--- config.mk ---
export PLATFORM = sky130hd
export DESIGN_NAME = pc_unit
export DESIGN_NICKNAME = d
export VERILOG_FILES = /design/src/pc_unit.sv
export VERILOG_INCLUDE_DIRS = /design/src
export SDC_FILE = /design/constraint.sdc
export NUM_CORES = 1
export LEC_CHECK = 0
export BUFFER_PORTS_ARGS = -buffer_cell sky130_fd_sc_hd__clkbuf_2
export CORE_ASPECT_RATIO = 1.25
export CORE_MARGIN = 4
export CORE_UTILIZATION = 35
export CTS_BUF_LIST = sky130_fd_sc_hd__clkbuf_4 sky130_fd_sc_hd__clkbuf_8 sky130_fd_sc_hd__clkbuf_16
export DETAILED_ROUTE_END_ITERATION = 10
export PLACE_DENSITY = 0.57
export SLEW_MARGIN = 10
export SYNTH_ARGS = -nofsm -noshare
export SYNTH_HDL_FRONTEND = slang
export SYNTH_SLANG_ARGS = --single-unit
export TNS_END_PERCENT = 1
--- constraint.sdc ---
create_clock -name clk -period 4.1 [get_ports clk]
set_input_delay 0.205 -clock clk [delete_from_list [all_inputs] [get_ports clk]]
set_output_delay 0.205 -clock clk [all_outputs]
set_load 0.02 [all_outputs]
--- src/cpu_cfg.svh ---
// cpu configuration, datapath widths, instruction store depth and flag/device numbering
`ifndef CPU_CFG_SVH
`define CPU_CFG_SVH

// datapath, program counter and instruction widths
`define CPU_DATA_W 8
`define CPU_PC_W 16
`define CPU_INSTR_W 48

// instruction store, only the low address bits of pc are decoded
`define CPU_ROM_DEPTH 256
`define CPU_ROM_AW 8

// general register bank and active-low target select lines
`define CPU_NUM_REGS 4
`define CPU_NUM_TDEV 16

// flag vector layout c z o n gt lt eq ne, c in the top bit
`define CPU_FLAG_W 8
`define CPU_FLAG_C 7
`define CPU_FLAG_Z 6
`define CPU_FLAG_O 5
`define CPU_FLAG_N 4
`define CPU_FLAG_GT 3
`define CPU_FLAG_LT 2
`define CPU_FLAG_EQ 1
`define CPU_FLAG_NE 0

`endif

--- src/pc_unit.sv ---
// program counter, increments each step or loads an absolute jump target
`include "cpu_cfg.svh"

module pc_unit (
    input  logic                 clk,
    input  logic                 rst_n,
    input  logic                 run,
    input  logic                 jump_n,
    input  logic [`CPU_PC_W-1:0] jump_addr,
    output logic [`CPU_PC_W-1:0] pc
);

    logic [`CPU_PC_W-1:0] pc_next;

    // jump select is low only when the condition passed
    assign pc_next = jump_n ? pc + 1'b1 : jump_addr;

    // frozen while stopped
    always_ff @(posedge clk or negedge rst_n) begin
        if (!rst_n) begin
            pc <= '0;
        end else if (run) begin
            pc <= pc_next;
        end
    end

endmodule

Yosys cells after proc, flatten, opt, wreduce, memory -nomap -nowiden
Index checks and enable logic that the tools add are counted.
{"block": "op_classes", "add_sub_neg": 1, "muxes": 1}
{"operator": "adder 16 x 1 -> 16 bit, second input constant", "count": 1}
{"operator": "2-to-1 mux 16 bit", "count": 1}
{"block": "word_totals", "ff_bits": 16, "input_bits": 20, "out_inout_bits": 16, "elab_cells": 3}

Longest topological paths before layout
{"block": "logic_depth", "word_depth": 2, "ltp_mapped": 5, "depth_no_buf": 5}

Least setup slack after synthesis
Ideal clock, no wire load.
{"block": "synth_path", "path_kind": "register -> register", "start": "register pc[0]", "end": "register pc[10]", "setup_ps": 126, "arrival_time_ps": 1583, "required_ps": 3974, "slack_ps": 2391, "path_stages_with_launch": 6, "n_path_buf": 0, "period_less_slack_ps": 1709, "cell_sequence": "dfrtp_1 > ha_1 > nand3_1 > o311ai_1 > o41ai_1 > a221o_1"}
{"block": "synth_via", "elab_chain_len": 2}
{"item": "start: declaration", "line_no": "pc_unit.sv:10", "source": "output logic [`CPU_PC_W-1:0] pc"}
{"item": "start signal: assignment", "line_no": "pc_unit.sv:23", "source": "pc <= pc_next;"}
{"item": "adder 16 x 1 -> 16 bit", "line_no": "pc_unit.sv:16", "source": "assign pc_next = jump_n ? pc + 1'b1 : jump_addr;"}
{"item": "2-to-1 mux 16 bit", "line_no": "pc_unit.sv:16"}
Every way passes these cells.
A chain may end at the register's enable or synchronous reset.

Worst setup path after layout
Same ends and word-level chain as after synthesis.

==> run_summary.xml <==
<?xml version="1.0" encoding="UTF-8"?>
<metrics>
  <group name="finish">
    <metric name="layout_top_registers" unit="">pc: 16 flops</metric>
    <metric name="syn2layout_area_growth" unit="%">20.5</metric>
    <metric name="design.final.nets" unit="">171</metric>
    <metric name="num_antenna_cells" unit="">0</metric>
    <metric name="finish.instance_area" unit="sq um">1250</metric>
    <metric name="largest_register_ffs" unit="">16</metric>
    <metric name="final_util" unit="%">45.4</metric>
    <metric name="largest-register" unit="">pc</metric>
    <metric name="fraction_of_layout_instances_using_a_drive_strength_above_1" unit="%">30.4</metric>
  </group>
  <group name="worst_setup_path">
    <metric name="worstSetupEndpointType" unit="">flip-flop</metric>
    <metric name="critical_path.startpoint_type" unit="">flip-flop</metric>
    <metric name="cp_max_fo" unit="">6</metric>
    <metric name="worst_ep_arrival_time" unit="ns">1.93</metric>
    <metric name="crit_path_top_delay_cell" unit="">sky130_fd_sc_hd__dfrtp_1</metric>
    <metric name="criticalPathCategory" unit="">reg -&gt; reg</metric>
    <metric name="largest_incremental_delay_on_the_critical_path" unit="ns">0.48</metric>
    <metric name="critical_path.cell_chain" unit="">ha_1, nand3_1, o311ai_1, o41ai_1, a221o_1</metric>
    <metric name="critical_path_required" unit="ns">4.28</metric>
    <metric name="worst-r2r-cell-count" unit="">5</metric>
    <metric name="critical_path.startpoint" unit="">pc[0]</metric>
    <metric name="worst_reg2reg_path_startpoint" unit="">pc[0]</metric>
  </group>
  <group name="pwr">
    <metric name="worst_ir_drop_on_vdd" unit="mV">0.219</metric>
    <metric name="cellPowerDensity" unit="nW/um^2">394</metric>
    <metric name="static-leakage-power" unit="nW">0.542</metric>
    <metric name="power" unit="mW">0.493</metric>
  </group>
  <group name="timing">
    <metric name="tightestPinTransition" unit="ns">0.694</metric>
    <metric name="worst_clock_skew" unit="ns">0.00424</metric>
    <metric name="finalCritPeriodShare" unit="%">42.5</metric>
    <metric name="setup_repair_after_global_routing_missed_its_margin" unit="">false</metric>
    <metric name="slew-limit-headroom" unit="%">53.7</metric>
    <metric name="setup-tns-final" unit="ns">0</metric>
    <metric name="timing.fmax" unit="GHz">0.574</metric>
    <metric name="fin_crit" unit="ns">1.74</metric>
    <metric name="slew_limit_fails" unit="">0</metric>
    <metric name="timing.final.hold_violations" unit="">0</metric>
    <metric name="setup_viol" unit="">0</metric>
  </group>
  <group name="run">
    <metric name="cap_viol_max_count" unit="">0</metric>
  </group>
  <group name="place">
    <metric name="port-buffer-count" unit="">35</metric>
    <metric name="place_congestion" unit="">0.768</metric>
    <metric name="dpl-instance-area" unit="sq um">1220</metric>
    <metric name="detailed_place_hpwl" unit="um">2010</metric>
  </group>
  <group name="logic_synthesis">
    <metric name="syn_area" unit="sq um">1040</metric>
    <metric name="synth-async-reset-ratio" unit="%">100</metric>
    <metric name="syn_nets" unit="">139</metric>
    <metric name="netlist_instances" unit="">118</metric>
    <metric name="synth-edff-count" unit="">0</metric>
    <metric name="netlist.area_leader.share" unit="%">38.5</metric>
    <metric name="ys.warnings.count" unit="">0</metric>
    <metric name="area_contributors_post_synth" unit="">sky130_fd_sc_hd__dfrtp_1 (39%), sky130_fd_sc_hd__a21oi_1 (11%), sky130_fd_sc_hd__mux2i_1 (4.8%), sky130_fd_sc_hd__nand3_1 (4.8%), sky130_fd_sc_hd__a221o_1 (3.9%)</metric>
    <metric name="ys_seq_area_share" unit="%">38.5</metric>
    <metric name="yosys-top-cells-count" unit="">sky130_fd_sc_hd__a21oi_1 (22), sky130_fd_sc_hd__dfrtp_1 (16), sky130_fd_sc_hd__nand3_1 (10), sky130_fd_sc_hd__nand2_1 (8), sky130_fd_sc_hd__o21ai_0 (6)</metric>
    <metric name="number_of_flip_flops_and_latches_in_the_synthesized_netlist" unit="">16</metric>
    <metric name="yosysTopAreaCell" unit="">sky130_fd_sc_hd__dfrtp_1</metric>
    <metric name="synth_cell_types" unit="">29</metric>
    <metric name="post-synth-top-count-cell" unit="">sky130_fd_sc_hd__a21oi_1</metric>
    <metric name="synth.avg_cell_area" unit="sq um">8.81</metric>
    <metric name="yosys_most_used_dff" unit="">sky130_fd_sc_hd__dfrtp_1</metric>
  </group>
  <group name="grt">
    <metric name="grt_first_pass_wirelength" unit="um">4810</metric>
    <metric name="grt_pass1_vias" unit="">1027</metric>
    <metric name="globalRouteOverflowTotal" unit="">0</metric>
    <metric name="grt_use_total" unit="%">15.9</metric>
    <metric name="grt_max_degree" unit="">38</metric>
    <metric name="antenna_found_initial" unit="">0</metric>
  </group>
  <group name="routing">
    <metric name="detailedRoute.firstPassIterationCount" unit="">4</metric>
    <metric name="drt_wl_total" unit="um">2840</metric>
    <metric name="avgViaCountPerCell" unit="">5.72</metric>
    <metric name="ant_nets" unit="">0</metric>
    <metric name="post-route-drc-count" unit="">0</metric>
    <metric name="route.detailed.wl_per_inst" unit="um">15.6</metric>
    <metric name="first_iter_violations" unit="">34</metric>
    <metric name="vias" unit="">1041</metric>
  </group>
  <group name="min_path">
    <metric name="whs_path_depth" unit="">2</metric>
    <metric name="min_from" unit="">jump_addr[10]</metric>
    <metric name="holdCritPathClass" unit="">in -&gt; reg</metric>
  </group>
  <group name="clock_network">
    <metric name="cts_sink_cnt" unit="">16</metric>
    <metric name="clk_root_buffer_cell" unit="">sky130_fd_sc_hd__clkbuf_4</metric>
    <metric name="clkTransAtPathRegs" unit="ns">0.10</metric>
    <metric name="max-clock-path-buffers" unit="">2</metric>
    <metric name="post-cts-setup-buffers" unit="">0</metric>
    <metric name="h-tree-depth" unit="">1</metric>
    <metric name="cts_tree" unit="">done</metric>
    <metric name="cts_resized" unit="">0</metric>
    <metric name="clk-insertion-delay-late" unit="ns">0.29</metric>
    <metric name="cts_made_buffers" unit="">3</metric>
  </group>
  <group name="floorplan">
    <metric name="placementRows" unit="">21</metric>
    <metric name="design.core.area" unit="sq um">2760</metric>
    <metric name="chipHeight" unit="um">68.9</metric>
    <metric name="overall_die_area" unit="sq um">3910</metric>
    <metric name="ioPinCount" unit="">36</metric>
    <metric name="die_width" unit="um">56.8</metric>
    <metric name="start_util" unit="%">37.7</metric>
  </group>
  <group name="run_status">
    <metric name="outcome" unit="">completed</metric>
  </group>
</metrics>
layer usage:
| layer | share of wire [%] | up-vias | track usage (%) |
|---|---|---|---|
| li1 | - | 514 | - |
| met1 | 43 | 485 | 19.4 |
| met2 | 50 | 38 | 26.3 |
| met3 | 6.3 | 4 | 3.72 |
| met4 | 1.4 | 0 | 8.12 |
| met5 | 0 | - | 0 |
kinds of logic after synthesis:
| group | share of synthesized area [%] |
|---|---|
| buffers and inverters | 5.41 |
| AO/OA/AOI/OAI | 28.2 |
| flip-flops | 38.5 |
| AND/OR/NAND/NOR | 21.9 |
| multiplexers | 4.81 |
| adder cells (fa/ha/maj) | 1.20 |
critical path: cells and delay by family (launching register included):
kind                     cells  cell delay, ns
adder cells (fa/ha/maj)      1            0.24
flip-flops                   1            0.48
AND/OR/NAND/NOR              1            0.22
AO/OA/AOI/OAI                3            0.70
final timing paths:
check                          to  slack (ns)
setup / recovery           pc[10]        2.36
hold / removal             pc[10]        0.14
setup reg to reg           pc[10]        2.36
hold reg to reg            pc[14]        0.57
max in group asynchronous   pc[6]        3.43
min in group asynchronous   pc[2]        0.37
power by group:
group          switching (mW)  internal [mW]  leakage, nW  total (mW)
Combinational           0.108         0.0665        0.350       0.175
Clock                  0.0537         0.0341       0.0138      0.0878
Sequential             0.0476          0.183        0.178       0.231
Total                   0.210          0.284        0.542       0.493
final cells by class:
cell class,instances,area [sq um]
flip-flops and latches,16,400
well taps,34,42.5
fillers,305,1510
multi-input cells,88,583
repair buffers,36,185
inverters,5,18.8
clock buffers,3,22.5
metrics by stage:
step / hold WS [ns] / std cells / worst slack [ns]
6_report: 0.138 / 182 / 2.36
3_5_place_dp: 0.165 / 178 / 2.37
4_1_cts: 0.132 / 182 / 2.36
2_1_floorplan: -0.0906 / 118 / 2.39
5_1_grt: 0.126 / 182 / 2.19
3_3_place_gp: 0.169 / 178 / 2.41
what timing repair did:
item | 4_1_cts | 5_1_grt
hold endpoints to repair | 16 | 0
hold buffers | 1 | 0
endpoints found under the setup margin | 0 | 0
cells in the final DEF (no fill, tap or decap), drive strengths merged:
master	instances
clkbuf	38
a21oi	22
dfrtp	16
nand3	11
nand2	8
o21ai	6
inv	5
nor2	5
mux2i	5
o41ai	4
a221o	4
nand4	4
o22ai	3
o32ai	3
nor4	2
o311ai	2
o31ai	2
and3	2
or2	2
nand2b	1
nand3b	1
ha	1
dlygate4sd3	1
No activity file was read; power rests on OpenSTA's default activity.
