**config.mk**
```make
export PLATFORM = sky130hd
export DESIGN_NAME = reg_file
export DESIGN_NICKNAME = d
export VERILOG_FILES = /design/src/cpu_pkg.sv /design/src/reg_file.sv
export VERILOG_INCLUDE_DIRS = /design/src
export SDC_FILE = /design/constraint.sdc
export NUM_CORES = 1
export LEC_CHECK = 0
export BUFFER_PORTS_ARGS = -buffer_cell sky130_fd_sc_hd__buf_2
export CORE_ASPECT_RATIO = 1.25
export CORE_UTILIZATION = 30
export DETAILED_ROUTE_END_ITERATION = 12
export PLACE_DENSITY_LB_ADDON = 0.1
export SYNTH_ARGS = -nofsm -noshare
export SYNTH_HDL_FRONTEND = slang
export SYNTH_SLANG_ARGS = --single-unit
```
**constraint.sdc**
```tcl
create_clock -name clk -period 1.4 [get_ports clk]
set_input_delay 0.14 -clock clk [delete_from_list [all_inputs] [get_ports clk]]
set_output_delay 0.14 -clock clk [all_outputs]
set_load 0.05 [all_outputs]
```
**src/cpu_cfg.svh**
```systemverilog
// cpu configuration, datapath widths, instruction store depth and flag/device numbering
`ifndef CPU_CFG_SVH
`define CPU_CFG_SVH

// datapath, program counter and instruction widths
`define CPU_DATA_W 8
`define CPU_PC_W 16
`define CPU_INSTR_W 48

// instruction store, only the low address bits of pc are decoded
`define CPU_ROM_DEPTH 256
`define CPU_ROM_AW 8

// general register bank and active-low target select lines
`define CPU_NUM_REGS 4
`define CPU_NUM_TDEV 16

// flag vector layout c z o n gt lt eq ne, c in the top bit
`define CPU_FLAG_W 8
`define CPU_FLAG_C 7
`define CPU_FLAG_Z 6
`define CPU_FLAG_O 5
`define CPU_FLAG_N 4
`define CPU_FLAG_GT 3
`define CPU_FLAG_LT 2
`define CPU_FLAG_EQ 1
`define CPU_FLAG_NE 0

`endif

```
**src/cpu_pkg.sv**
```systemverilog
// cpu types, encodings for alu opcodes, conditions and bus/target devices
package cpu_pkg;

    // alu opcodes, instruction byte 6 bits 7..3
    // unlisted codes give a zero result
    typedef enum logic [4:0] {
        op_pass_a = 5'd0,
        op_pass_b = 5'd1,
        op_add    = 5'd2,
        op_sub    = 5'd3,
        op_and    = 5'd4,
        op_or     = 5'd5,
        op_xor    = 5'd6,
        op_not_a  = 5'd7,
        op_shl    = 5'd8,
        op_shr    = 5'd9,
        op_inc_a  = 5'd10,
        op_dec_a  = 5'd11
    } alu_op_e;

    // condition codes, 10 and up never execute
    typedef enum logic [3:0] {
        cond_always = 4'd0,
        cond_c      = 4'd1,
        cond_z      = 4'd2,
        cond_o      = 4'd3,
        cond_n      = 4'd4,
        cond_gt     = 4'd5,
        cond_lt     = 4'd6,
        cond_eq     = 4'd7,
        cond_ne     = 4'd8,
        cond_di     = 4'd9,
        cond_never  = 4'd10
    } cond_e;

    // a-bus source devices
    typedef enum logic [2:0] {
        dev_ra      = 3'd0,
        dev_rb      = 3'd1,
        dev_rc      = 3'd2,
        dev_rd      = 3'd3,
        dev_immed   = 3'd4,
        dev_addr_lo = 3'd5,
        dev_addr_hi = 3'd6,
        dev_zero    = 3'd7
    } adev_e;

    // b-bus uses the same numbering
    typedef adev_e bdev_e;

    // target devices, 6..15 select nothing
    typedef enum logic [3:0] {
        tdev_ra       = 4'd0,
        tdev_rb       = 4'd1,
        tdev_rc       = 4'd2,
        tdev_rd       = 4'd3,
        tdev_pc_jump  = 4'd4,
        tdev_port_out = 4'd5,
        tdev_nop      = 4'd6
    } tdev_e;

endpackage

```
**src/reg_file.sv**
```systemverilog
// general register bank, four 8-bit registers with a/b bus source muxes and write-back
`include "cpu_cfg.svh"

module reg_file (
    input  logic                     clk,
    input  logic                     rst_n,
    input  logic                     run,
    input  cpu_pkg::adev_e           adev,
    input  cpu_pkg::bdev_e           bdev,
    input  logic [`CPU_DATA_W-1:0]   immed,
    input  logic [`CPU_DATA_W-1:0]   addr_lo,
    input  logic [`CPU_DATA_W-1:0]   addr_hi,
    input  logic [`CPU_DATA_W-1:0]   result,
    input  logic [`CPU_NUM_REGS-1:0] tsel_n,
    output logic [`CPU_DATA_W-1:0]   a_bus,
    output logic [`CPU_DATA_W-1:0]   b_bus
);

    logic [`CPU_DATA_W-1:0] regs [`CPU_NUM_REGS];

    // shared source decode for both buses
    function automatic logic [`CPU_DATA_W-1:0] src_sel(input cpu_pkg::adev_e dev);
        logic [`CPU_DATA_W-1:0] v;
        case (dev)
            cpu_pkg::dev_ra:      v = regs[0];
            cpu_pkg::dev_rb:      v = regs[1];
            cpu_pkg::dev_rc:      v = regs[2];
            cpu_pkg::dev_rd:      v = regs[3];
            cpu_pkg::dev_immed:   v = immed;
            cpu_pkg::dev_addr_lo: v = addr_lo;
            cpu_pkg::dev_addr_hi: v = addr_hi;
            default:              v = '0;
        endcase
        return v;
    endfunction

    always_comb begin
        a_bus = src_sel(adev);
        b_bus = src_sel(bdev);
    end

    // write-back, select lines are already condition gated
    always_ff @(posedge clk or negedge rst_n) begin
        if (!rst_n) begin
            for (int i = 0; i < `CPU_NUM_REGS; i++) begin
                regs[i] <= '0;
            end
        end else if (run) begin
            for (int i = 0; i < `CPU_NUM_REGS; i++) begin
                if (!tsel_n[i]) begin
                    regs[i] <= result;
                end
            end
        end
    end

endmodule

```
# After elaboration in Yosys (flattened, before gate mapping)
# Index checks and enable logic that the tools add are counted.
# totals
output_inout_bits	16
in_bits	45
reg_bits	32
# classes
n_eq_ne	12
mux	2
bitwise	4
n_reduce_logical	6
# ops
cell	n
$pmux 8 s7	2
$eq 3x3->1 const B	6
$eq 3x2->1 const B	4
$reduce_and 2->1	4
$eq 3x1->1 const B	2
$logic_not 3->1	2
$not 1->1	4

# Depth between registers and ports, before layout
# Gate-level depths: netlist (run 1).
# depth
word_depth	2
mapped_depth	5

# Worst setup path before layout (run 1)
# No wires, ideal clock.
# synth_timing
path_type	in2out
from	in adev[2]
to	out a_bus[0]
slack_ns	-0.260
arrival_ns	1.520
cell_stages	4
cell_sequence	buf_2 > nor2b_1 > a2bb2oi_1 > a21oi_1
# synth_via
elab_chain_cells	2
# synth_rtl
element	line_no	source
start, declared	reg_file.sv:8	input cpu_pkg::adev_e adev,
$eq 3x3->1 (tied with other cells)	reg_file.sv:24	case (dev)
$pmux 8 s7 *	reg_file.sv:24	
end, declared	reg_file.sv:15	output logic [`CPU_DATA_W-1:0] a_bus,
# Mark *: on every way between the ends. The rest lies on a longest branch, timed or not.

# Final worst setup path (run 1)
# layout_timing
from	reg regs[26] in the netlist's numbering
to	out a_bus[2]
# layout_via
elab_chain_cells	1
# layout_rtl
element	line_no	source
start, declared	reg_file.sv:19	logic [`CPU_DATA_W-1:0] regs [`CPU_NUM_REGS];
start signal, assigned by index	reg_file.sv:51	regs[i] <= result;
$pmux 8 s7	reg_file.sv:24	
# No other way between the ends.

==> results of run 1 <==
==> cells by family after synthesis <==
family | Yosys count | synth area share, %
multiplexers | 67 | 40.55
AO/OA/AOI/OAI | 33 | 11.14
flip-flops | 32 | 36.76
AND/OR/NAND/NOR | 27 | 6.949
buffers and inverters | 17 | 4.595
==> power breakdown <==
group          internal (W)  leakage (nW)  switching, W
registers           0.00106         0.376     0.0000965
logic              0.000625         0.915      0.000614
clock network      0.000401        0.0455      0.000346
==> cell type report <==
cell class / count / share of cell area (%)
inverter: 1 / 0.1236
clock buffer: 8 / 2.967
multi-input combinational: 127 / 45.12
tap: 90 / 3.708
timing repair buffer: 93 / 21.71
sequential: 32 / 26.37
==> placed cells by master (no fill, tap or decap) <==
cell and n:
nor2_1 2, mux4_2 12, clkbuf_8 6, nor2b_2 1, a2bb2oi_1 9, inv_1 1, buf_6 17, o221ai_2 4
nand3b_1 2, dlygate4sd3_1 1, o21ai_0 1, buf_4 33, o21a_1 2, a21oi_2 8, nand2b_1 2, nor2_2 9
nand2_1 1, mux2_4 1, dfrtp_1 32, o221ai_1 2, a2bb2oi_2 2, mux2i_1 15, nor2b_1 6, o2bb2ai_1 1
o21ai_2 1, and3b_1 4, a21oi_1 1, buf_2 42, a22oi_1 2, clkbuf_1 2, mux2i_2 2, mux2_2 37
==> what timing repair did <==
item	4_1_cts	5_1_grt
endpoints found under the hold margin	32	0
pin swaps	9	5
hold buffers	1	0
buffers inserted	6	0
setup endpoints to repair	16	16
gates resized for setup	47	14
==> final timing paths <==
| check | startpoint | end | slack (ns) |
|---|---|---|---|
| setup reg to reg | regs[26]$_DFFE_PN0P_ | regs[26]$_DFFE_PN0P_ | 0.50 |
| hold / removal | result[4] | regs[20]$_DFFE_PN0P_ | 0.14 |
| min in group asynchronous | rst_n | regs[30]$_DFFE_PN0P_ | 0.41 |
| hold reg to reg | regs[12]$_DFFE_PN0P_ | regs[12]$_DFFE_PN0P_ | 0.53 |
| setup / recovery | regs[26]$_DFFE_PN0P_ | a_bus[2] | -0.31 |
| max in group asynchronous | rst_n | regs[20]$_DFFE_PN0P_ | 0.67 |
==> worst register-to-register path, cell delays in order (launching register included) <==
cell and delay [ns]:
dfrtp_1 0.40, buf_4 0.15, mux2_2 0.25
==> through the flow <==
| stage | setup slack, ns | TNS, ns | total power [W] | hold slack (ns) |
|---|---|---|---|---|
| 6_report | -0.3101 | -2.931 | 0.003145 | 0.1359 |
| 2_1_floorplan | -0.2596 | -1.488 | 0.001905 | -0.1556 |
| 5_1_grt | -0.3676 | -3.788 | 0.003305 | 0.1299 |
| 3_3_place_gp | -0.2741 | -2.989 | 0.002231 | 0.1997 |
| 4_1_cts | -0.3135 | -3.242 | 0.003154 | 0.1256 |
| 3_5_place_dp | -0.2776 | -3.017 | 0.002233 | 0.1990 |
==> metal layers <==
metal | vias up | track usage, % | part of all wire (%)
met2 | 56 | 30.36 | 51
met5 | - | 0 | 0
li1 | 850 | - | -
met1 | 905 | 21.78 | 42
met3 | 7 | 4.319 | 5.1
met4 | 0 | 5.698 | 1.2
==> run metrics, run 1 <==
initial antenna violation count=0; biggest regs=regs (32); Slew HR=70.79%; power per standard cell area=1036 nW/um2; #FFs+latches synth=32; flip-flop count of the largest register after layout=32; Max Freq=0.5848 GHz; Finish-stage setup viols=16; Multi-input gate area=1370 um2; Commonest cells post-synth=38 x mux2_2, 32 x dfrtp_1, 17 x mux2i_1; Routed WL per cell=17.96 um; ANT cells=0; hold crit path type=input port to register; cell family with most CP delay=multiplexers; Distinct cells, synth=24; WP depth=3; Synth warnings=0; non-filler cells, final=351; ys flop type=dfrtp_1; Fillers=718; count leader, synth=mux2_2; TritonCTS Buffers=5; CTS tree=yes; number of flops mapped to enable cells by yosys=0; Worst-path clk slew=0.07 ns; DP HPWL=4.614 mm; area of the core=6977 um2; first drt pass iteration count=4; CTS Buffer Depth=2; Post-Syn Instances=176; Slew Limit Fails=0; Crit path arrival time=1.57 ns; Worst Skew=0 ns; Die Span X=78.22 um; row cnt=34; largest net degree at the start of global routing=33; final hold vios=0; worst hold path cell count=2; CTS root buf=clkbuf_8; sequential element share of the synthesized area=36.76%; share of the synthesized area in the top cell type=36.76%; outcome=finished, violations left; WL final=6.303 mm; Initial Util=31.22%; DR iter-0 viols=40; RSZ-0062 raised after global routing=true; worst r2r path cells=2; Crit Path Category=register to output port; utilization after layout=43.53%; Slew @ Worst Pin=0.4381 ns; fin area=3037 um2; CP max stage delay=0.45 ns; Register Area=800.8 um2; first-pass GRT wire length=10.15 mm; worst path bufs/invs=1; slowest CP cell=mux4_2; latest clock arrival within the worst-skew pair=0.28 ns; synthesized area=2178 um2; Critical Path Fanout Max=2; Async SR Flop Fraction=100.0%; remaining global-route overflow=0; gpl congestion=0.7411; H-tree depth=2; clock sink count=32; P&R area growth vs syn=39.40%; Residual DRC=0; antenna-violating nets left=0; Die Ht=97.27 um; Biggest register=regs; peak supply drop=0.5297 mV; die area=7608 um2; Tot GR Track Use=17.79%; Area contributors post-synth=dfrtp_1 37%, mux2_2 20%, mux4_2 8.3%, mux2i_1 7.8%, mux4_1 4.8%; Lkg Pwr=1.336 nW; Avg Inst Size Synth=12.38 um2; layout cells sized above 1=67.05%; CP Capture Type=output port; post-place instance area=2724 um2; Final WS setup=-0.3101 ns; Final #Nets=305; Synth Net Count=221; area leader, netlist=dfrtp_1; Cells after DPL=336; via count=1818; data required time of the worst path=1.26 ns; fin crit share=122.2%; vias in the first global route=1901; maxcap violations=0; Port Buf Inserts=60; routed vias/inst=5.179; number of I/O pins=61; post-layout min period=1.710 ns; Startpoint Class=register; failing checks=setup timing; Cell Chain, Critical Path=mux4_2 -> mux2_2 -> buf_6
Note: power is estimated with default switching activity, not from simulation.
==> inputs of run 2 (changes only) <==
- clock period: 1.4 -> 2.17 ns (I/O delays scaled with it)
==> run metrics, run 2 (synthesized netlist as in run 1, its figures left out) <==
Slew Limit Fails=0; remaining global-route overflow=0; CTS root buf=clkbuf_8; Max Freq=0.5141 GHz; maxcap violations=0; Lkg Pwr=1.212 nW; P&R area growth vs syn=23.43%; post-CTS setup buffers=0; largest net degree at the start of global routing=33; failing checks=hold timing; power per standard cell area=744.3 nW/um2; CP Capture Type=output port; Die Span X=78.22 um; H-tree depth=2; initial antenna violation count=0; layout cells sized above 1=51.90%; Fillers=715; via count=1736; area of the core=6977 um2; Tot GR Track Use=16.81%; Critical Path Fanout Max=19; latest clock arrival within the worst-skew pair=0.28 ns; fin crit share=89.64%; Residual DRC=0; die area=7608 um2; Worst-path clk slew=0.07 ns; Port Buf Inserts=60; peak supply drop=0.3984 mV; flip-flop count of the largest register after layout=32; Slew @ Worst Pin=0.7481 ns; Die Ht=97.27 um; DR iter-0 viols=65; most frequent cells in the layout=60 x buf_2, 38 x mux2_2, 32 x dfrtp_1; routed vias/inst=5.309; CTS tree=yes; DP HPWL=4.191 mm; number of I/O pins=61; Final #Nets=281; gpl congestion=0.7183; hold crit path type=input port to async pin; Crit Path Category=input port to output port; Crit path arrival time=1.73 ns; ANT cells=0; row cnt=34; biggest regs=regs (32); clock sink count=32; CTS Buffer Depth=2; post_cts resized=0; Finish-stage setup viols=0; post-layout min period=1.945 ns; antenna-violating nets left=0; Biggest register=regs; first-pass GRT wire length=9.570 mm; WL final=5.884 mm; Worst Skew=0 ns; vias in the first global route=1793; Hold Buf Count CTS=0; final hold vios=4; Startpoint Class=input port; data required time of the worst path=1.95 ns; Initial Util=31.22%; first drt pass iteration count=4; RSZ-0062 raised after global routing=false; Pwr Total=0.002001 W; Min Hold Slack=-0.002615 ns; TritonCTS Buffers=5; commonest non-fill, non-tap cell in the layout=buf_2; Routed WL per cell=17.99 um; outcome=finished, violations left; setup_tns=0 ns; Slew HR=50.13%
run 2: cell count changes in the layout (fill, tap and decap cells not counted), sizes merged:
| cell | change |
|---|---|
| dlygate4sd3 | -1 |
| clkbuf | -1 |
| bufinv | +1 |
| buf | -23 |
run 2: through the flow:
stage                     utilization, %  area (um2)  setup slack, ns  std cells
final                              38.54        2689           0.2249        327
after global routing               38.54        2689           0.1475        327
after CTS                          38.54        2689           0.2007        327
after detailed placement           36.73        2562           0.1984        319
after global placement             36.73        2562           0.2210        319
after floorplan                        -        2178           0.3564        176
run 2: cell type report:
type,instances,area (um2),share of cell area [%]
clock buffers,7,96.34,3.583
inverters,1,3.754,0.1396
clock inverters,1,30.03,1.117
multi-input cells,127,1277,47.51
flip-flops and latches,32,800.8,29.78
well taps,90,112.6,4.188
repair buffers,69,367.9,13.68
run 2: worst paths after layout:
| path | startpoint | endpoint | slack (ns) | cells after the start |
|---|---|---|---|---|
| setup / recovery | adev[1] | a_bus[2] | 0.22 | 4 |
| min in group clk | result[0] | regs[24]$_DFFE_PN0P_ | 0.21 | 2 |
| hold reg to reg | regs[13]$_DFFE_PN0P_ | regs[13]$_DFFE_PN0P_ | 0.52 | 1 |
| setup reg to reg | regs[6]$_DFFE_PN0P_ | regs[6]$_DFFE_PN0P_ | 1.39 | 1 |
| hold / removal | rst_n | regs[7]$_DFFE_PN0P_ | -0.003 | 1 |
| max in group asynchronous | rst_n | regs[10]$_DFFE_PN0P_ | 1.69 | 1 |
run 2: power breakdown:
| part | switching [W] | total, W | internal (W) | leakage, nW |
|---|---|---|---|---|
| combinational | 0.000343 | 0.000625 | 0.000281 | 0.772 |
| sequential | 0.0000629 | 0.000748 | 0.000685 | 0.376 |
| clock | 0.000223 | 0.000628 | 0.000405 | 0.0645 |
| total | 0.000629 | 0.00200 | 0.00137 | 1.21 |
run 2: critical path, stage by stage:
cell and delay, ns:
buf_2 0.46, mux4_2 0.57, mux2_2 0.27, buf_2 0.21
run 2: routing by layer:
metal	wire, um	up-vias	track usage (%)
li1	-	801	-
met1	2665	882	21.01
met2	2882	44	28.54
met3	217	9	3.286
met4	119	0	5.840
met5	0	-	0
==> inputs of run 3 (changes only) <==
- REMOVE_ABC_BUFFERS: unset -> 1
==> run metrics, run 3 (synthesized netlist as in run 1, its figures left out) <==
outcome=complete, no violations; non-filler cells, final=327; remaining global-route overflow=0; CP Capture Type=output port; initial antenna violation count=0; Crit Path Category=input port to output port; Sw Ratio=33.40%; first-pass GRT wire length=9.342 mm; row cnt=34; reg2reg start=regs[7]$_DFFE_PN0P_; H-tree depth=2; TritonCTS Buffers=5; Routed WL per cell=17.86 um; latest clock arrival within the worst-skew pair=0.28 ns; Residual DRC=0; Biggest register=regs; Port Buf Inserts=60; vias in the first global route=1760; Slew Limit Fails=0; setup_tns=0 ns; routed vias/inst=5.144; Pwr Total=0.001841 W; die area=7608 um2; flip-flop count of the largest register after layout=32; biggest regs=regs (32); Worst-path clk slew=0.07 ns; antenna-violating nets left=0; hold crit path type=input port to async pin; post_cts resized=0; gpl congestion=0.7075; DP HPWL=4.179 mm; Cells after DPL=319; Seq pwr share=40.6%; fin crit share=89.26%; Die Span X=78.22 um; crit path from=adev[1]; Clk pwr share=25.4%; CTS tree=yes; Tot GR Track Use=16.51%; Hold Buf Count CTS=0; RSZ-0062 raised after global routing=false; largest net degree at the start of global routing=33; Lkg Pwr=1.193 nW; combinational fraction of design power=34.0%; CP max stage delay=0.57 ns; Crit path arrival time=1.72 ns; slowest CP cell=mux4_2; Critical Path Fanout Max=19; peak supply drop=0.3356 mV; WL final=5.841 mm; via count=1682; layout cells sized above 1=51.05%; final hold vios=0; CTS Buffer Depth=2; Int Pwr=0.001226 W; P&R area growth vs syn=21.77%; Finish-stage setup viols=0; ANT cells=0; Startpoint Class=input port; utilization after layout=38.02%; power per standard cell area=693.9 nW/um2; Die Ht=97.27 um; maxcap violations=0; Final #Nets=281; Initial Util=31.22%; Slew @ Worst Pin=0.7561 ns; post-layout min period=1.937 ns; area of the core=6977 um2; commonest non-fill, non-tap cell in the layout=buf_2; most frequent cells in the layout=60 x buf_2, 38 x mux2_2, 32 x dfrtp_1; DR iter-0 viols=49; post-CTS setup buffers=0; number of I/O pins=61; Max Freq=0.5162 GHz; Cell Chain, Critical Path=buf_2 -> mux4_2 -> mux2_2 -> buf_2; data required time of the worst path=1.95 ns; clock sink count=32; crit-path most repeated cell=buf_2; first drt pass iteration count=4; Switch Pwr=0.0006147 W; Slew HR=49.59%; Worst Skew=0 ns; CTS root buf=clkbuf_8
[run 3: changes by cell type in the layout (fill, tap and decap cells not counted)]
cell	change
clkbuf_8	-1
bufinv_16	-1
clkbuf_1	+2
[run 3: layer usage]
layer  GRT usage (%)  share of wire [%]
met4           5.128                1.3
met3           3.286                3.0
met2           28.00                 50
met5               0                  0
met1           20.91                 45
[run 3: path summary, 6_finish.rpt]
path / cells after the start / slack [ns] / end
max: 4 / 0.23 / a_bus[2]
min: 1 / 0.003 / regs[25]$_DFFE_PN0P_
max reg2reg: 1 / 1.39 / regs[7]$_DFFE_PN0P_
min reg2reg: 1 / 0.53 / regs[30]$_DFFE_PN0P_
max in group asynchronous: 1 / 1.68 / regs[26]$_DFFE_PN0P_
min in group clk: 2 / 0.21 / regs[4]$_DFFE_PN0P_
[run 3: critical path, delay by kind of cell]
| family | cells | cell delay (ns) |
|---|---|---|
| buffers and inverters | 2 | 0.66 |
| multiplexers | 2 | 0.84 |
[run 3: metrics by stage]
stage               hold slack [ns]  worst slack [ns]  area, um2
global route                0.05051            0.1080       2653
floorplan                  -0.07859            0.5613       2082
finish                     0.003247            0.2330       2653
global placement             0.3450            0.2104       2562
CTS                         0.02784            0.2039       2653
detailed placement           0.3371            0.2117       2562
[run 3: power by group through the flow]
stage	clock network (W)	registers [W]	logic, W
5_1_grt	0.000515	0.000762	0.000673
3_3_place_gp	0	0.000758	0.000629
3_5_place_dp	0	0.000761	0.000632
6_report	0.000467	0.000748	0.000626
4_1_cts	0.000490	0.000749	0.000634
2_1_floorplan	0	0.000739	0.000438
[run 3: layout make-up]
type | instances | area (um2)
multi-input cells | 127 | 1277
repair buffers | 69 | 367.9
inverters | 1 | 3.754
clock buffers | 8 | 90.09
well taps | 90 | 112.6
flip-flops and latches | 32 | 800.8
fillers | 735 | 4324
