File: src/cpu_cfg.svh
// cpu configuration, datapath widths, instruction store depth and flag/device numbering
`ifndef CPU_CFG_SVH
`define CPU_CFG_SVH

// datapath, program counter and instruction widths
`define CPU_DATA_W 8
`define CPU_PC_W 16
`define CPU_INSTR_W 48

// instruction store, only the low address bits of pc are decoded
`define CPU_ROM_DEPTH 256
`define CPU_ROM_AW 8

// general register bank and active-low target select lines
`define CPU_NUM_REGS 4
`define CPU_NUM_TDEV 16

// flag vector layout c z o n gt lt eq ne, c in the top bit
`define CPU_FLAG_W 8
`define CPU_FLAG_C 7
`define CPU_FLAG_Z 6
`define CPU_FLAG_O 5
`define CPU_FLAG_N 4
`define CPU_FLAG_GT 3
`define CPU_FLAG_LT 2
`define CPU_FLAG_EQ 1
`define CPU_FLAG_NE 0

`endif

File: src/cpu_pkg.sv
// cpu types, encodings for alu opcodes, conditions and bus/target devices
package cpu_pkg;

    // alu opcodes, instruction byte 6 bits 7..3
    // unlisted codes give a zero result
    typedef enum logic [4:0] {
        op_pass_a = 5'd0,
        op_pass_b = 5'd1,
        op_add    = 5'd2,
        op_sub    = 5'd3,
        op_and    = 5'd4,
        op_or     = 5'd5,
        op_xor    = 5'd6,
        op_not_a  = 5'd7,
        op_shl    = 5'd8,
        op_shr    = 5'd9,
        op_inc_a  = 5'd10,
        op_dec_a  = 5'd11
    } alu_op_e;

    // condition codes, 10 and up never execute
    typedef enum logic [3:0] {
        cond_always = 4'd0,
        cond_c      = 4'd1,
        cond_z      = 4'd2,
        cond_o      = 4'd3,
        cond_n      = 4'd4,
        cond_gt     = 4'd5,
        cond_lt     = 4'd6,
        cond_eq     = 4'd7,
        cond_ne     = 4'd8,
        cond_di     = 4'd9,
        cond_never  = 4'd10
    } cond_e;

    // a-bus source devices
    typedef enum logic [2:0] {
        dev_ra      = 3'd0,
        dev_rb      = 3'd1,
        dev_rc      = 3'd2,
        dev_rd      = 3'd3,
        dev_immed   = 3'd4,
        dev_addr_lo = 3'd5,
        dev_addr_hi = 3'd6,
        dev_zero    = 3'd7
    } adev_e;

    // b-bus uses the same numbering
    typedef adev_e bdev_e;

    // target devices, 6..15 select nothing
    typedef enum logic [3:0] {
        tdev_ra       = 4'd0,
        tdev_rb       = 4'd1,
        tdev_rc       = 4'd2,
        tdev_rd       = 4'd3,
        tdev_pc_jump  = 4'd4,
        tdev_port_out = 4'd5,
        tdev_nop      = 4'd6
    } tdev_e;

endpackage

File: src/controller.sv
// instruction decoder, slices fields, evaluates the condition and drives active-low target selects
`include "cpu_cfg.svh"

module controller (
    input  logic [`CPU_INSTR_W-1:0]  instr,
    input  logic [`CPU_FLAG_W-1:0]   flags,
    input  logic                     data_in_ready,
    output cpu_pkg::alu_op_e         alu_op,
    output cpu_pkg::adev_e           adev,
    output cpu_pkg::bdev_e           bdev,
    output logic [`CPU_DATA_W-1:0]   immed,
    output logic [`CPU_DATA_W-1:0]   addr_lo,
    output logic [`CPU_DATA_W-1:0]   addr_hi,
    output logic                     set_flags_n,
    output logic [`CPU_NUM_TDEV-1:0] tsel_n
);

    cpu_pkg::tdev_e targ;
    cpu_pkg::cond_e cond;
    logic           do_exec;

    // byte 6 top five bits
    assign alu_op = cpu_pkg::alu_op_e'(instr[47:43]);

    // target straddles bytes 6 and 5
    assign targ = cpu_pkg::tdev_e'({instr[42:40], instr[39]});

    // bus sources in byte 5
    assign adev = cpu_pkg::adev_e'(instr[38:36]);
    assign bdev = cpu_pkg::bdev_e'(instr[35:33]);

    // condition straddles bytes 5 and 4
    assign cond = cpu_pkg::cond_e'({instr[32], instr[31:29]});

    // flag load strobe, low loads
    // byte 4 bit 0 is the reserved address-mode bit
    assign set_flags_n = instr[28];

    // direct address and immediate bytes
    assign addr_hi = instr[23:16];
    assign addr_lo = instr[15:8];
    assign immed   = instr[7:0];

    // flag select for the condition
    always_comb begin
        case (cond)
            cpu_pkg::cond_always: do_exec = 1'b1;
            cpu_pkg::cond_c:      do_exec = flags[`CPU_FLAG_C];
            cpu_pkg::cond_z:      do_exec = flags[`CPU_FLAG_Z];
            cpu_pkg::cond_o:      do_exec = flags[`CPU_FLAG_O];
            cpu_pkg::cond_n:      do_exec = flags[`CPU_FLAG_N];
            cpu_pkg::cond_gt:     do_exec = flags[`CPU_FLAG_GT];
            cpu_pkg::cond_lt:     do_exec = flags[`CPU_FLAG_LT];
            cpu_pkg::cond_eq:     do_exec = flags[`CPU_FLAG_EQ];
            cpu_pkg::cond_ne:     do_exec = flags[`CPU_FLAG_NE];
            // external level, not a flag
            cpu_pkg::cond_di:     do_exec = data_in_ready;
            // cond_never and codes above it
            default:              do_exec = 1'b0;
        endcase
    end

    // 4-to-16 demux, active low
    // a false condition keeps every line high
    always_comb begin
        tsel_n = '1;
        if (do_exec) begin
            tsel_n[targ] = 1'b0;
        end
    end

endmodule

File: config.mk
export PLATFORM = sky130hd
export DESIGN_NAME = controller
export DESIGN_NICKNAME = d
export VERILOG_FILES = /design/src/cpu_pkg.sv /design/src/controller.sv
export VERILOG_INCLUDE_DIRS = /design/src
export SDC_FILE = /design/constraint.sdc
export NUM_CORES = 1
export LEC_CHECK = 0
export BUFFER_PORTS_ARGS = -buffer_cell sky130_fd_sc_hd__buf_2
export CAP_MARGIN = 20
export CORE_MARGIN = 1.5
export CORE_UTILIZATION = 26
export DETAILED_ROUTE_END_ITERATION = 10
export PLACE_DENSITY = 0.84
export RECOVER_POWER = 50
export SYNTH_ARGS = -nofsm -noshare
export SYNTH_HDL_FRONTEND = slang
export SYNTH_SLANG_ARGS = --single-unit
File: constraint.sdc
create_clock -name vclk -period 1.39
set_input_delay 0.2085 -clock vclk [all_inputs]
set_output_delay 0.2085 -clock vclk [all_outputs]
set_load 0.05 [all_outputs]
Yosys cells after proc, flatten, opt, wreduce, memory -nomap -nowiden
Cells that the tools add are included.
- bits in registers: 0
- bits of input ports: 57
- output and inout bits: 52
- word-level logic and storage cells: 18
- order comparisons: 2
- equality and inequality tests: 9
- muxes and demuxes: 4
- bitwise gates (word level): 1
- reductions and logical operators: 2
- operator list (operator ; count):
    $eq A4 B3 Y1 const B ; 4
    $mux W16 ; 1
    $not A16 Y16 ; 1
    $pmux W1 S10 ; 1
    $eq A4 B2 Y1 const B ; 2
    $eq A4 B4 Y1 const B ; 2
    $lt A4 B5 Y1 const B ; 1
    $demux W1 S4 ; 1
    $eq A4 B1 Y1 const B ; 1
    $ge A4 B1 Y1 const B ; 1
    $logic_not A4 Y1 ; 1
    $logic_and A1 B1 Y1 ; 1
    $mux W1 ; 1

Depth between registers and ports, before layout
Gate-level depths: netlist of the first run.
- word-level depth: 6
- depth in mapped cells: 6
- depth with buffers taken out: 4

Worst setup path after synthesis of the first run
Ideal clock, no wire load.
- kind: input -> output
- start: input instr[29]
- end: output tsel_n[0]
- data arrival time: 1340 ps
- data required time: 1182 ps
- slack: -159 ps
- cell stages on the path: 6
- cells stage by stage: buf_6 -> mux2i_1 -> o21ai_0 -> o211a_4 -> buf_8 -> nand3_1
- word-level cells in the longest chain between the ends: 3
- elaborated cells between the ends (all ways): 12
- ends and longest elaborated chain (what ; RTL line ; text):
    start, declared ; controller.sv:5 ; input logic [`CPU_INSTR_W-1:0] instr,
    $eq A4 B4 Y1, or another cell as far along ; controller.sv:46 ; case (cond)
    $pmux W1 S10 (*) ; controller.sv:46 ;
    $mux W16 (*) ; controller.sv:67 ; if (do_exec) begin
    end, declared ; controller.sv:15 ; output logic [`CPU_NUM_TDEV-1:0] tsel_n
Every way passes the cells marked *; elsewhere a longest branch is shown, timed or not.

Worst setup path after layout of the first run
- start: input instr[30]
- end: output tsel_n[8]
The elaborated chain is that of the path after synthesis.

==> key figures, run 1 <==
Clocking
  – Hold buffers post-CTS: 0

Critical path
  – Crit Path Category: primary input to primary output
  – CP Max Fanout: 5
  – CP startpoint: instr[30]
  – Critical Path AT: ~1.4 ns
  – CP required: approximately 1.2 ns
  – Startpoint Class: primary input
  – CP Capture Type: primary output
  – Setup crit end: tsel_n[8]

Synth
  – Syn avg cell area: 7.27 µm²
  – Register area share after synthesis: 0%
  – Mapped cell area: 538 µm²
  – Synth top cells by count: 36 x buf_4, 9 x nand3_1, 6 x nand4_1
  – Area share of the largest cell type after synthesis: between 50 and 60%
  – Cell variety after synth: 17
  – Most common cell in the netlist: buf_4
  – Ys Warns: 0
  – Largest cells by area after synthesis: buf_4 50%, nand3_1 8.4%, mux2i_1 7.4%, nand4_1 7.0%, nor2b_1 5.8%
  – Synth area leader: buf_4
  – Synth Net Count: between 100 and 150
  – Cells after Synth: 74

STA
  – Worst Tran Pin Value: 0.282 ns
  – Relative slew slack: between 80% and 90%
  – Post-route minimum period: between 1.5 and 2 ns
  – Setup violations, final: 16
  – Worst Slack Setup Final: -0.208 ns
  – Slew Viols, Final: 0
  – Final period utilization: 115%
  – Max Clock Freq: 626 MHz
  – RSZ-0062 raised after global routing: yes
  – Fin. Hold Viols: 0

Layout
  – N_diodes: 0
  – Total of fill cells in the finished design: 214
  – Share of cells above drive strength 1: roughly 77%
  – Nets: 142
  – Post-route cell area: 857 µm²
  – Area Overhead vs Synth: 59.3%
  – Multi-input gate area: around 410 µm²
  – # clk buffers: 0
  – Final core utilization: 43.7%
  – Seq cells: 0
  – Register area: 0 µm²

Worst hold path
  – Hold_sp: instr[20]
  – Hold crit path type: primary input to primary output

Power
  – P_leak: between 0.3 and 0.4 nW
  – Total chip power: roughly 260 µW
  – Peak VDD IR: roughly 0.15 mV
  – Pwr/cell area: approximately 300 nW/µm²

Drt
  – Post-Route WL: approximately 1.7 mm
  – Via-to-Cell Ratio: slightly above 5
  – DR DRC count: 0
  – WL/cell: between 15 and 20 µm
  – Iteration-0 DRC Markers: 1
  – Via count: between 500 and 600
  – First-pass iteration count of the detailed router: 2
  – Final antenna-violating net count: 0

Global routing
  – First-pass GRT wire length: ~2.6 mm
  – Largest net degree at the start of global routing: 8
  – GR Util All Layers: 13.7%
  – Grt ovf: 0
  – Initial antenna violation count: 0
  – Vias in the first global route: about 560

Run status
  – Failing checks: setup timing
  – Status: finished, violations left

Floorplan
  – Initial Utilization: 27.4%
  – Total core area: approximately 2000 µm²
  – Die area: 2350 µm²
  – Cell Rows: 16
  – Die height: 48.5 µm
  – Die width: between 40 and 50 µm
  – IO Pins: approximately 110

Flow run
  – Max Cap Viol: 0

Placement
  – Pre-CTS setup slack: -0.280 ns
  – Dpl hpwl: roughly 1.2 mm
  – Placed instance area: between 600 and 700 µm²
  – Port Buffers: 33
  – Final RePlAce weighted congestion: between 0.8 and 0.9
[stage by stage]
step | TNS, ns | cells | hold slack, ns
global placement | -2.87 | 107 | 0.417
floorplan | -0.994 | 74 | 0.584
detailed placement | -3.76 | 107 | 0.417
global route | -3.35 | 110 | 0.417
CTS | -3.12 | 109 | 0.417
finish | -2.51 | 110 | 0.417
[cells in the final DEF, fill, tap and decap left out, drive strengths merged]
| cell type | synthesis | final |
|---|---|---|
| nand3 | 9 | 9 |
| o21ai | 2 | 2 |
| nor2 | 3 | 3 |
| nand2 | 1 | 1 |
| clkbuf | 0 | 1 |
| nand4 | 6 | 6 |
| o211a | 1 | 2 |
| or2b | 1 | 1 |
| and4 | 1 | 1 |
| or2 | 1 | 1 |
| nor2b | 5 | 5 |
| mux2i | 4 | 4 |
| and2b | 1 | 1 |
| o221ai | 1 | 1 |
| buf | 38 | 45 |
[power breakdown]
group	switching, mW	internal, mW
clock network	0	0
registers	0	0
logic	0.138	0.122
[how the worst min path moves through the flow]
stage | endpoint | cells after the start | slack (ns)
final | addr_hi[4] | 0 | 0.42
after global placement | addr_hi[7] | 0 | 0.42
after detailed placement | addr_hi[7] | 0 | 0.42
after global routing | immed[6] | 0 | 0.42
after floorplan | addr_hi[0] | 1 | 0.58
after CTS | addr_hi[7] | 0 | 0.42
[critical path: stages]
cell and delay, ns:
buf_6 0.09, or2_4 0.25, o221ai_4 0.23, o211a_4 0.25
buf_12 0.14, nand3_4 0.06, buf_8 0.15
[cell families (layout without fill, tap and decap cells)]
group / count (synthesis) / after routing / share of synthesized area (%)
compound gates: 4 / 5 / 7.90
mux: 4 / 4 / 7.44
buf+inv: 38 / 46 / 55.1
simple gates: 28 / 28 / 29.5
[cell type report]
type | instances | share of cell area, %
repair buffers | 46 | 48.3
multi-input cells | 37 | 47.7
well taps | 27 | 3.94
[routing by layer]
layer / GRT usage, % / part of all wire, % / vias up
met5: 0 / 0 / -
met4: 5.24 / 4.5 / 0
met3: 2.78 / 9.8 / 14
met2: 25.7 / 53 / 43
met1: 15.0 / 33 / 260
li1: - / - / 242
[timing repair]
action,in CTS,in global routing
cloned,1,0
resized for setup,26,27
pin swaps,2,2
buffers inserted,1,1
setup endpoints to repair,16,16
No activity file was read; power rests on OpenSTA's default activity.
==> run 2: changes to the inputs <==
ABC_CLOCK_PERIOD_IN_PS = 1390   (was unset)
REMOVE_ABC_BUFFERS = 1   (was unset)
==> run 2 against run 1 <==
Against the previous run: the flow still finishes with violations (setup timing); power decreased by 30%; via count decreased by 9.3%; count of clock-buffer cells in the layout unchanged; final area decreased by 24%; worst setup slack improved by 0.054 ns; utilization decreased by 10 points; fmax increased by 3.5%; sequential share of layout area unchanged; routed wire length increased by 73%; sequential cell count unchanged; die area unchanged.
==> key figures, run 2 (same netlist as run 1, synthesis figures left out) <==
Run status
  – Status: finished, violations left (unchanged)
  – Failing checks: setup timing (unchanged)

Layout
  – Commonest cells after routing, fill and taps aside: 19 x buf_6, 14 x buf_2, 6 x nand4_1, 6 x nand3_2, 5 x nor2b_1 (was 15 x buf_6, 14 x buf_2, 11 x buf_4)
  – # clk buffers: 0 (unchanged)
  – Register area: 0 µm² (unchanged)
  – Area Overhead vs Synth: 21.6% (was 59.3%)
  – Multi-input gate area: 329 µm² (was 409 µm²)
  – Post-route cell area: 654 µm² (was 857 µm²)
  – Total of fill cells in the finished design: 224 (was 214)
  – Seq cells: 0 (unchanged)
  – Share of cells above drive strength 1: 69.0% (was 77.1%)
  – Most common cell after layout, fill and taps aside: buf_6 (unchanged)
  – N_diodes: 0 (unchanged)
  – Nets: 130 (was 142)

Critical path
  – CP peak stage delay: 0.27 ns (was 0.25 ns)
  – Crit Path Category: primary input to primary output (unchanged)
  – Slowest cell on the critical path: o211a_4 (was or2_4)
  – Startpoint Class: primary input (unchanged)
  – CP delay by family, top: compound AO/OA/AOI/OAI gates (unchanged)
  – Most used cell, CP: buf_6
  – Critical-path cell list: buf_6, or2_4, o221ai_4, o211a_4, nand3_1, buf_6 (was buf_6, or2_4, o221ai_4, o211a_4, buf_12, nand3_4, buf_8)
  – Critical path buffers and inverters: 2 (was 3)
  – CP Max Fanout: 8 (was 5)
  – CP required: 1.18 ns (about the same)
  – CP Capture Type: primary output (unchanged)
  – Critical Path AT: 1.34 ns (was 1.39 ns)

Placement
  – Final RePlAce weighted congestion: 0.727 (was 0.824)
  – Port Buffers: 33 (unchanged)
  – Dpl hpwl: 2.40 mm (was 1.20 mm)
  – Pre-CTS setup slack: -0.206 ns (was -0.280 ns)
  – Placed instance area: 448 µm² (was 646 µm²)

Drt
  – Post-Route WL: 3.01 mm (was 1.74 mm)
  – Iteration-0 DRC Markers: 2 (was 1)
  – DR DRC count: 0 (unchanged)
  – WL/cell: 30.7 µm (was 15.8 µm)
  – Via count: 507 (was 559)
  – Via-to-Cell Ratio: 5.17 (was 5.08)
  – First-pass iteration count of the detailed router: 3 (was 2)
  – Final antenna-violating net count: 0 (unchanged)

Power
  – Clock Power Share: 0% (about the same)
  – Seq pwr share: 0% (about the same)
  – Pwr/cell area: 278 nW/µm² (was 303 nW/µm²)
  – P_leak: 0.249 nW (was 0.333 nW)
  – Int Power: 77.2 µW (was 122 µW)
  – Combinational share of power: 100.0% (about the same)
  – Total chip power: 182 µW (was 260 µW)
  – Sw Ratio: 57.5% (was 53.0%)
  – Switching power: 105 µW (was 138 µW)
  – Peak VDD IR: 0.124 mV (was 0.155 mV)

Global routing
  – GR Util All Layers: 24.2% (was 13.7%)
  – Grt ovf: 0 (unchanged)
  – Initial antenna violation count: 0 (unchanged)
  – Vias in the first global route: 512 (was 557)
  – Largest net degree at the start of global routing: 9 (was 8)
  – First-pass GRT wire length: 3.89 mm (was 2.65 mm)

STA
  – Worst hold slack: 0.417 ns (about the same)
  – Fin. Hold Viols: 0 (unchanged)
  – Slew Viols, Final: 0 (unchanged)
  – Worst Tran Pin Value: 0.400 ns (was 0.282 ns)
  – Final period utilization: 111% (was 115%)
  – Setup TNS: -1.99 ns (was -2.51 ns)
  – Setup violations, final: 16 (unchanged)
  – Worst Slack Setup Final: -0.154 ns (was -0.208 ns)
  – Relative slew slack: 73.3% (was 81.2%)
  – RSZ-0062 raised after global routing: yes (unchanged)
  – Post-route minimum period: 1.54 ns (was 1.60 ns)
  – Max Clock Freq: 648 MHz (was 626 MHz)

Worst hold path
  – Hold path endpoint: immed[0] (was addr_hi[4])
  – Hold_sp: instr[0] (was instr[20])
  – WHS Path Cells: 0 (unchanged)
  – Hold crit path type: primary input to primary output (unchanged)

Flow run
  – Max Cap Viol: 0 (unchanged)

Floorplan
  – Die area: 2350 µm² (unchanged)
  – Initial Utilization: 27.4% (unchanged)
  – Die width: 48.5 µm (unchanged)
  – Die height: 48.5 µm (unchanged)
  – Total core area: 1960 µm² (unchanged)
  – Cell Rows: 16 (unchanged)
  – IO Pins: 109 (unchanged)

Clocking
  – Hold buffers post-CTS: 0 (unchanged)
  – Postcts setup bufs: 0 (was 1)
run 2: cell types whose count changed in the layout (fill, tap and decap cells not counted):
cell,previous run,this run
buf_4,11,1
nand3_4,8,0
buf_6,15,19
nand3_2,1,6
nand2_4,1,0
nand2_2,0,1
buf_8,3,0
clkbuf_4,1,0
nand3_1,0,3
buf_12,2,0
run 2: metal layers:
layer,global-route usage [%],routed length [µm],vias up
li1,-,-,216
met1,18.2,752,211
met2,40.7,1440,78
met3,28.7,774,2
met4,2.86,42,0
met5,0,0,-
run 2: through the flow:
step | util [%] | instances
final | 33.4 | 98
after global routing | 33.4 | 98
after CTS | 30.0 | 98
after detailed placement | 22.8 | 97
after global placement | 22.8 | 97
after floorplan | - | 36
run 2: worst max-delay path by stage:
stage          slack, ns         end      start  cells after the start
2_1_floorplan      -0.19  tsel_n[11]  instr[30]                      4
3_3_place_gp       -0.18  tsel_n[13]  instr[30]                      6
3_5_place_dp       -0.21  tsel_n[11]  instr[30]                      6
4_1_cts            -0.17  tsel_n[11]  instr[32]                      6
5_1_grt            -0.20   tsel_n[7]  instr[30]                      6
6_report           -0.15   tsel_n[6]  instr[30]                      6
run 2: repair_timing:
action	CTS	global route
endpoints found under the setup margin	16	16
resized for setup	39	14
pin swaps	8	2
cloned	1	0
run 2: power by group through the flow:
| stage | clock (mW) | combinational, mW | sequential [mW] |
|---|---|---|---|
| after floorplan | 0 | 0.0750 | 0 |
| after global placement | 0 | 0.125 | 0 |
| after detailed placement | 0 | 0.127 | 0 |
| after CTS | 0 | 0.156 | 0 |
| after global routing | 0 | 0.193 | 0 |
| final | 0 | 0.182 | 0 |
run 2: cell type report:
cell class,count,share of cell area (%)
multi-input cells,37,50.3
repair buffers,34,44.6
well taps,27,5.16
==> run 3: changes to the inputs <==
PLACE_DENSITY = 0.81   (was 0.84)
==> run 3 against run 2 <==
Against the previous run: non-clock buffer count rose by 1; cell count up 1.0%; fmax shrank 1.5%; highest routed layer unchanged; critical path type unchanged; utilization decreased by 1.0 points; die area is the same; worst setup slack got worse by 0.024 ns; sequential share of layout area unchanged; critical path depth did not move; global-route usage up 2.0 points; combinational power is 2% lower; the flow still finishes with violations (setup timing).
==> key figures, run 3 (same netlist as run 1, synthesis figures left out) <==
Run status
  – Status: finished, violations left (unchanged)
  – Failing checks: setup timing (unchanged)

STA
  – RSZ-0062 raised after global routing: yes (unchanged)
  – Worst Tran Pin Value: 0.372 ns (was 0.400 ns)
  – Fin. Hold Viols: 0 (unchanged)
  – Slew Viols, Final: 0 (unchanged)
  – Post-route minimum period: 1.57 ns (was 1.54 ns)
  – Setup TNS: -2.25 ns (was -1.99 ns)
  – Setup violations, final: 16 (unchanged)
  – Max Clock Freq: 638 MHz (was 648 MHz)
  – Worst Slack Setup Final: -0.178 ns (was -0.154 ns)
  – Relative slew slack: 75.1% (was 73.3%)
  – Final period utilization: 113% (was 111%)

Global routing
  – Vias in the first global route: 542 (was 512)
  – GR Util All Layers: 26.2% (was 24.2%)
  – Largest net degree at the start of global routing: 9 (unchanged)
  – Initial antenna violation count: 0 (unchanged)
  – Grt ovf: 0 (unchanged)
  – First-pass GRT wire length: 4.28 mm (was 3.89 mm)

Floorplan
  – Die width: 48.5 µm (unchanged)
  – Total core area: 1960 µm² (unchanged)
  – Die height: 48.5 µm (unchanged)
  – Die area: 2350 µm² (unchanged)
  – Cell Rows: 16 (unchanged)
  – Initial Utilization: 27.4% (unchanged)
  – IO Pins: 109 (unchanged)

Worst hold path
  – WHS Path Cells: 0 (unchanged)
  – Hold crit path type: primary input to primary output (unchanged)
  – Hold_sp: instr[0] (unchanged)
  – Hold path endpoint: immed[0] (unchanged)

Placement
  – Dpl hpwl: 2.48 mm (was 2.40 mm)
  – Pre-CTS setup slack: -0.169 ns (was -0.206 ns)
  – Port Buffers: 33 (unchanged)
  – Final RePlAce weighted congestion: 0.757 (was 0.727)
  – Placed instance area: 448 µm² (unchanged)

Power
  – P_leak: 0.254 nW (was 0.249 nW)
  – Peak VDD IR: 0.110 mV (was 0.124 mV)
  – Pwr/cell area: 280 nW/µm² (was 278 nW/µm²)

Drt
  – Final antenna-violating net count: 0 (unchanged)
  – Post-Route WL: 3.14 mm (was 3.01 mm)
  – Via-to-Cell Ratio: 5.35 (was 5.17)
  – First-pass iteration count of the detailed router: 4 (was 3)
  – Via count: 530 (was 507)
  – WL/cell: 31.7 µm (was 30.7 µm)
  – DR DRC count: 0 (unchanged)
  – Iteration-0 DRC Markers: 10 (was 2)

Critical path
  – Critical Path AT: 1.36 ns (was 1.34 ns)
  – Most used cell, CP: buf_6 (unchanged)
  – Crit Path Category: primary input to primary output (unchanged)
  – CP peak stage delay: 0.25 ns (was 0.27 ns)
  – Slowest cell on the critical path: or2_4 (was o211a_4)
  – Critical-path cell list: buf_6, or2_4, o221ai_4, o211a_4, nand4_1, buf_6 (was buf_6, or2_4, o221ai_4, o211a_4, nand3_1, buf_6)
  – CP Capture Type: primary output (unchanged)
  – Startpoint Class: primary input (unchanged)
  – CP Max Fanout: 8 (unchanged)
  – Critical path buffers and inverters: 2 (unchanged)
  – CP delay by family, top: compound AO/OA/AOI/OAI gates (unchanged)
  – CP required: 1.18 ns (about the same)

Layout
  – Post-route cell area: 634 µm² (was 654 µm²)
  – Total of fill cells in the finished design: 206 (was 224)
  – Most common cell after layout, fill and taps aside: buf_6 (unchanged)
  – Seq cells: 0 (unchanged)
  – Commonest cells after routing, fill and taps aside: 17 x buf_6, 14 x buf_2, 6 x nand4_1, 6 x nand3_1, 5 x nor2b_1 (was 19 x buf_6, 14 x buf_2, 6 x nand4_1, 6 x nand3_2, 5 x nor2b_1)
  – Register area: 0 µm² (unchanged)
  – Area Overhead vs Synth: 17.9% (was 21.6%)
  – N_diodes: 0 (unchanged)
  – # clk buffers: 0 (unchanged)
  – Share of cells above drive strength 1: 63.9% (was 69.0%)
  – Nets: 131 (was 130)

Flow run
  – Max Cap Viol: 0 (unchanged)
[run 3: cell count changes in the layout (fill, tap and decap cells not counted)]
cell,before,now
buf_4,1,3
buf_6,19,17
buf_8,0,1
mux2i_1,2,3
mux2i_4,1,0
nand3_1,3,6
nand3_2,6,3
[run 3: cell type report]
type | count | area, µm² | share of cell area (%)
multi-input combinational | 37 | 302 | 47.5
timing repair buffer | 35 | 299 | 47.1
tap | 27 | 33.8 | 5.33
[run 3: stage by stage]
step                      util [%]  cells  power, mW  hold WS [ns]
after CTS                     31.1     99      0.165         0.418
after global routing          32.3     99      0.188         0.417
after floorplan                  -     36     0.0750         0.417
final                         32.3     99      0.178         0.417
after global placement        22.8     97      0.123         0.418
after detailed placement      22.8     97      0.128         0.418
[run 3: power breakdown]
group / switching (mW) / internal (mW)
Clock: 0 / 0
Combinational: 0.102 / 0.0752
Sequential: 0 / 0
[run 3: worst max path at each step]
stage / start / endpoint / slack [ns] / cells after the start
3_5_place_dp: instr[30] / tsel_n[3] / -0.17 / 6
5_1_grt: instr[30] / tsel_n[7] / -0.21 / 6
2_1_floorplan: instr[30] / tsel_n[11] / -0.19 / 4
3_3_place_gp: instr[30] / tsel_n[7] / -0.16 / 6
4_1_cts: instr[32] / tsel_n[3] / -0.16 / 6
6_report: instr[30] / tsel_n[7] / -0.18 / 6
[run 3: per-layer routing]
layer | GRT usage (%) | vias to the layer above | wire length (µm)
li1 | - | 221 | -
met1 | 20.7 | 230 | 793
met2 | 45.4 | 77 | 1530
met3 | 28.1 | 2 | 772
met4 | 2.86 | 0 | 44
met5 | 0 | - | 0
[run 3: what timing repair did]
action                                  in CTS  in global routing
resized for setup                           44                  4
pin swaps                                   10                  4
buffers inserted                             1                  0
gates cloned                                 1                  0
endpoints found under the setup margin      16                 16
hold buffers                                 0                  0
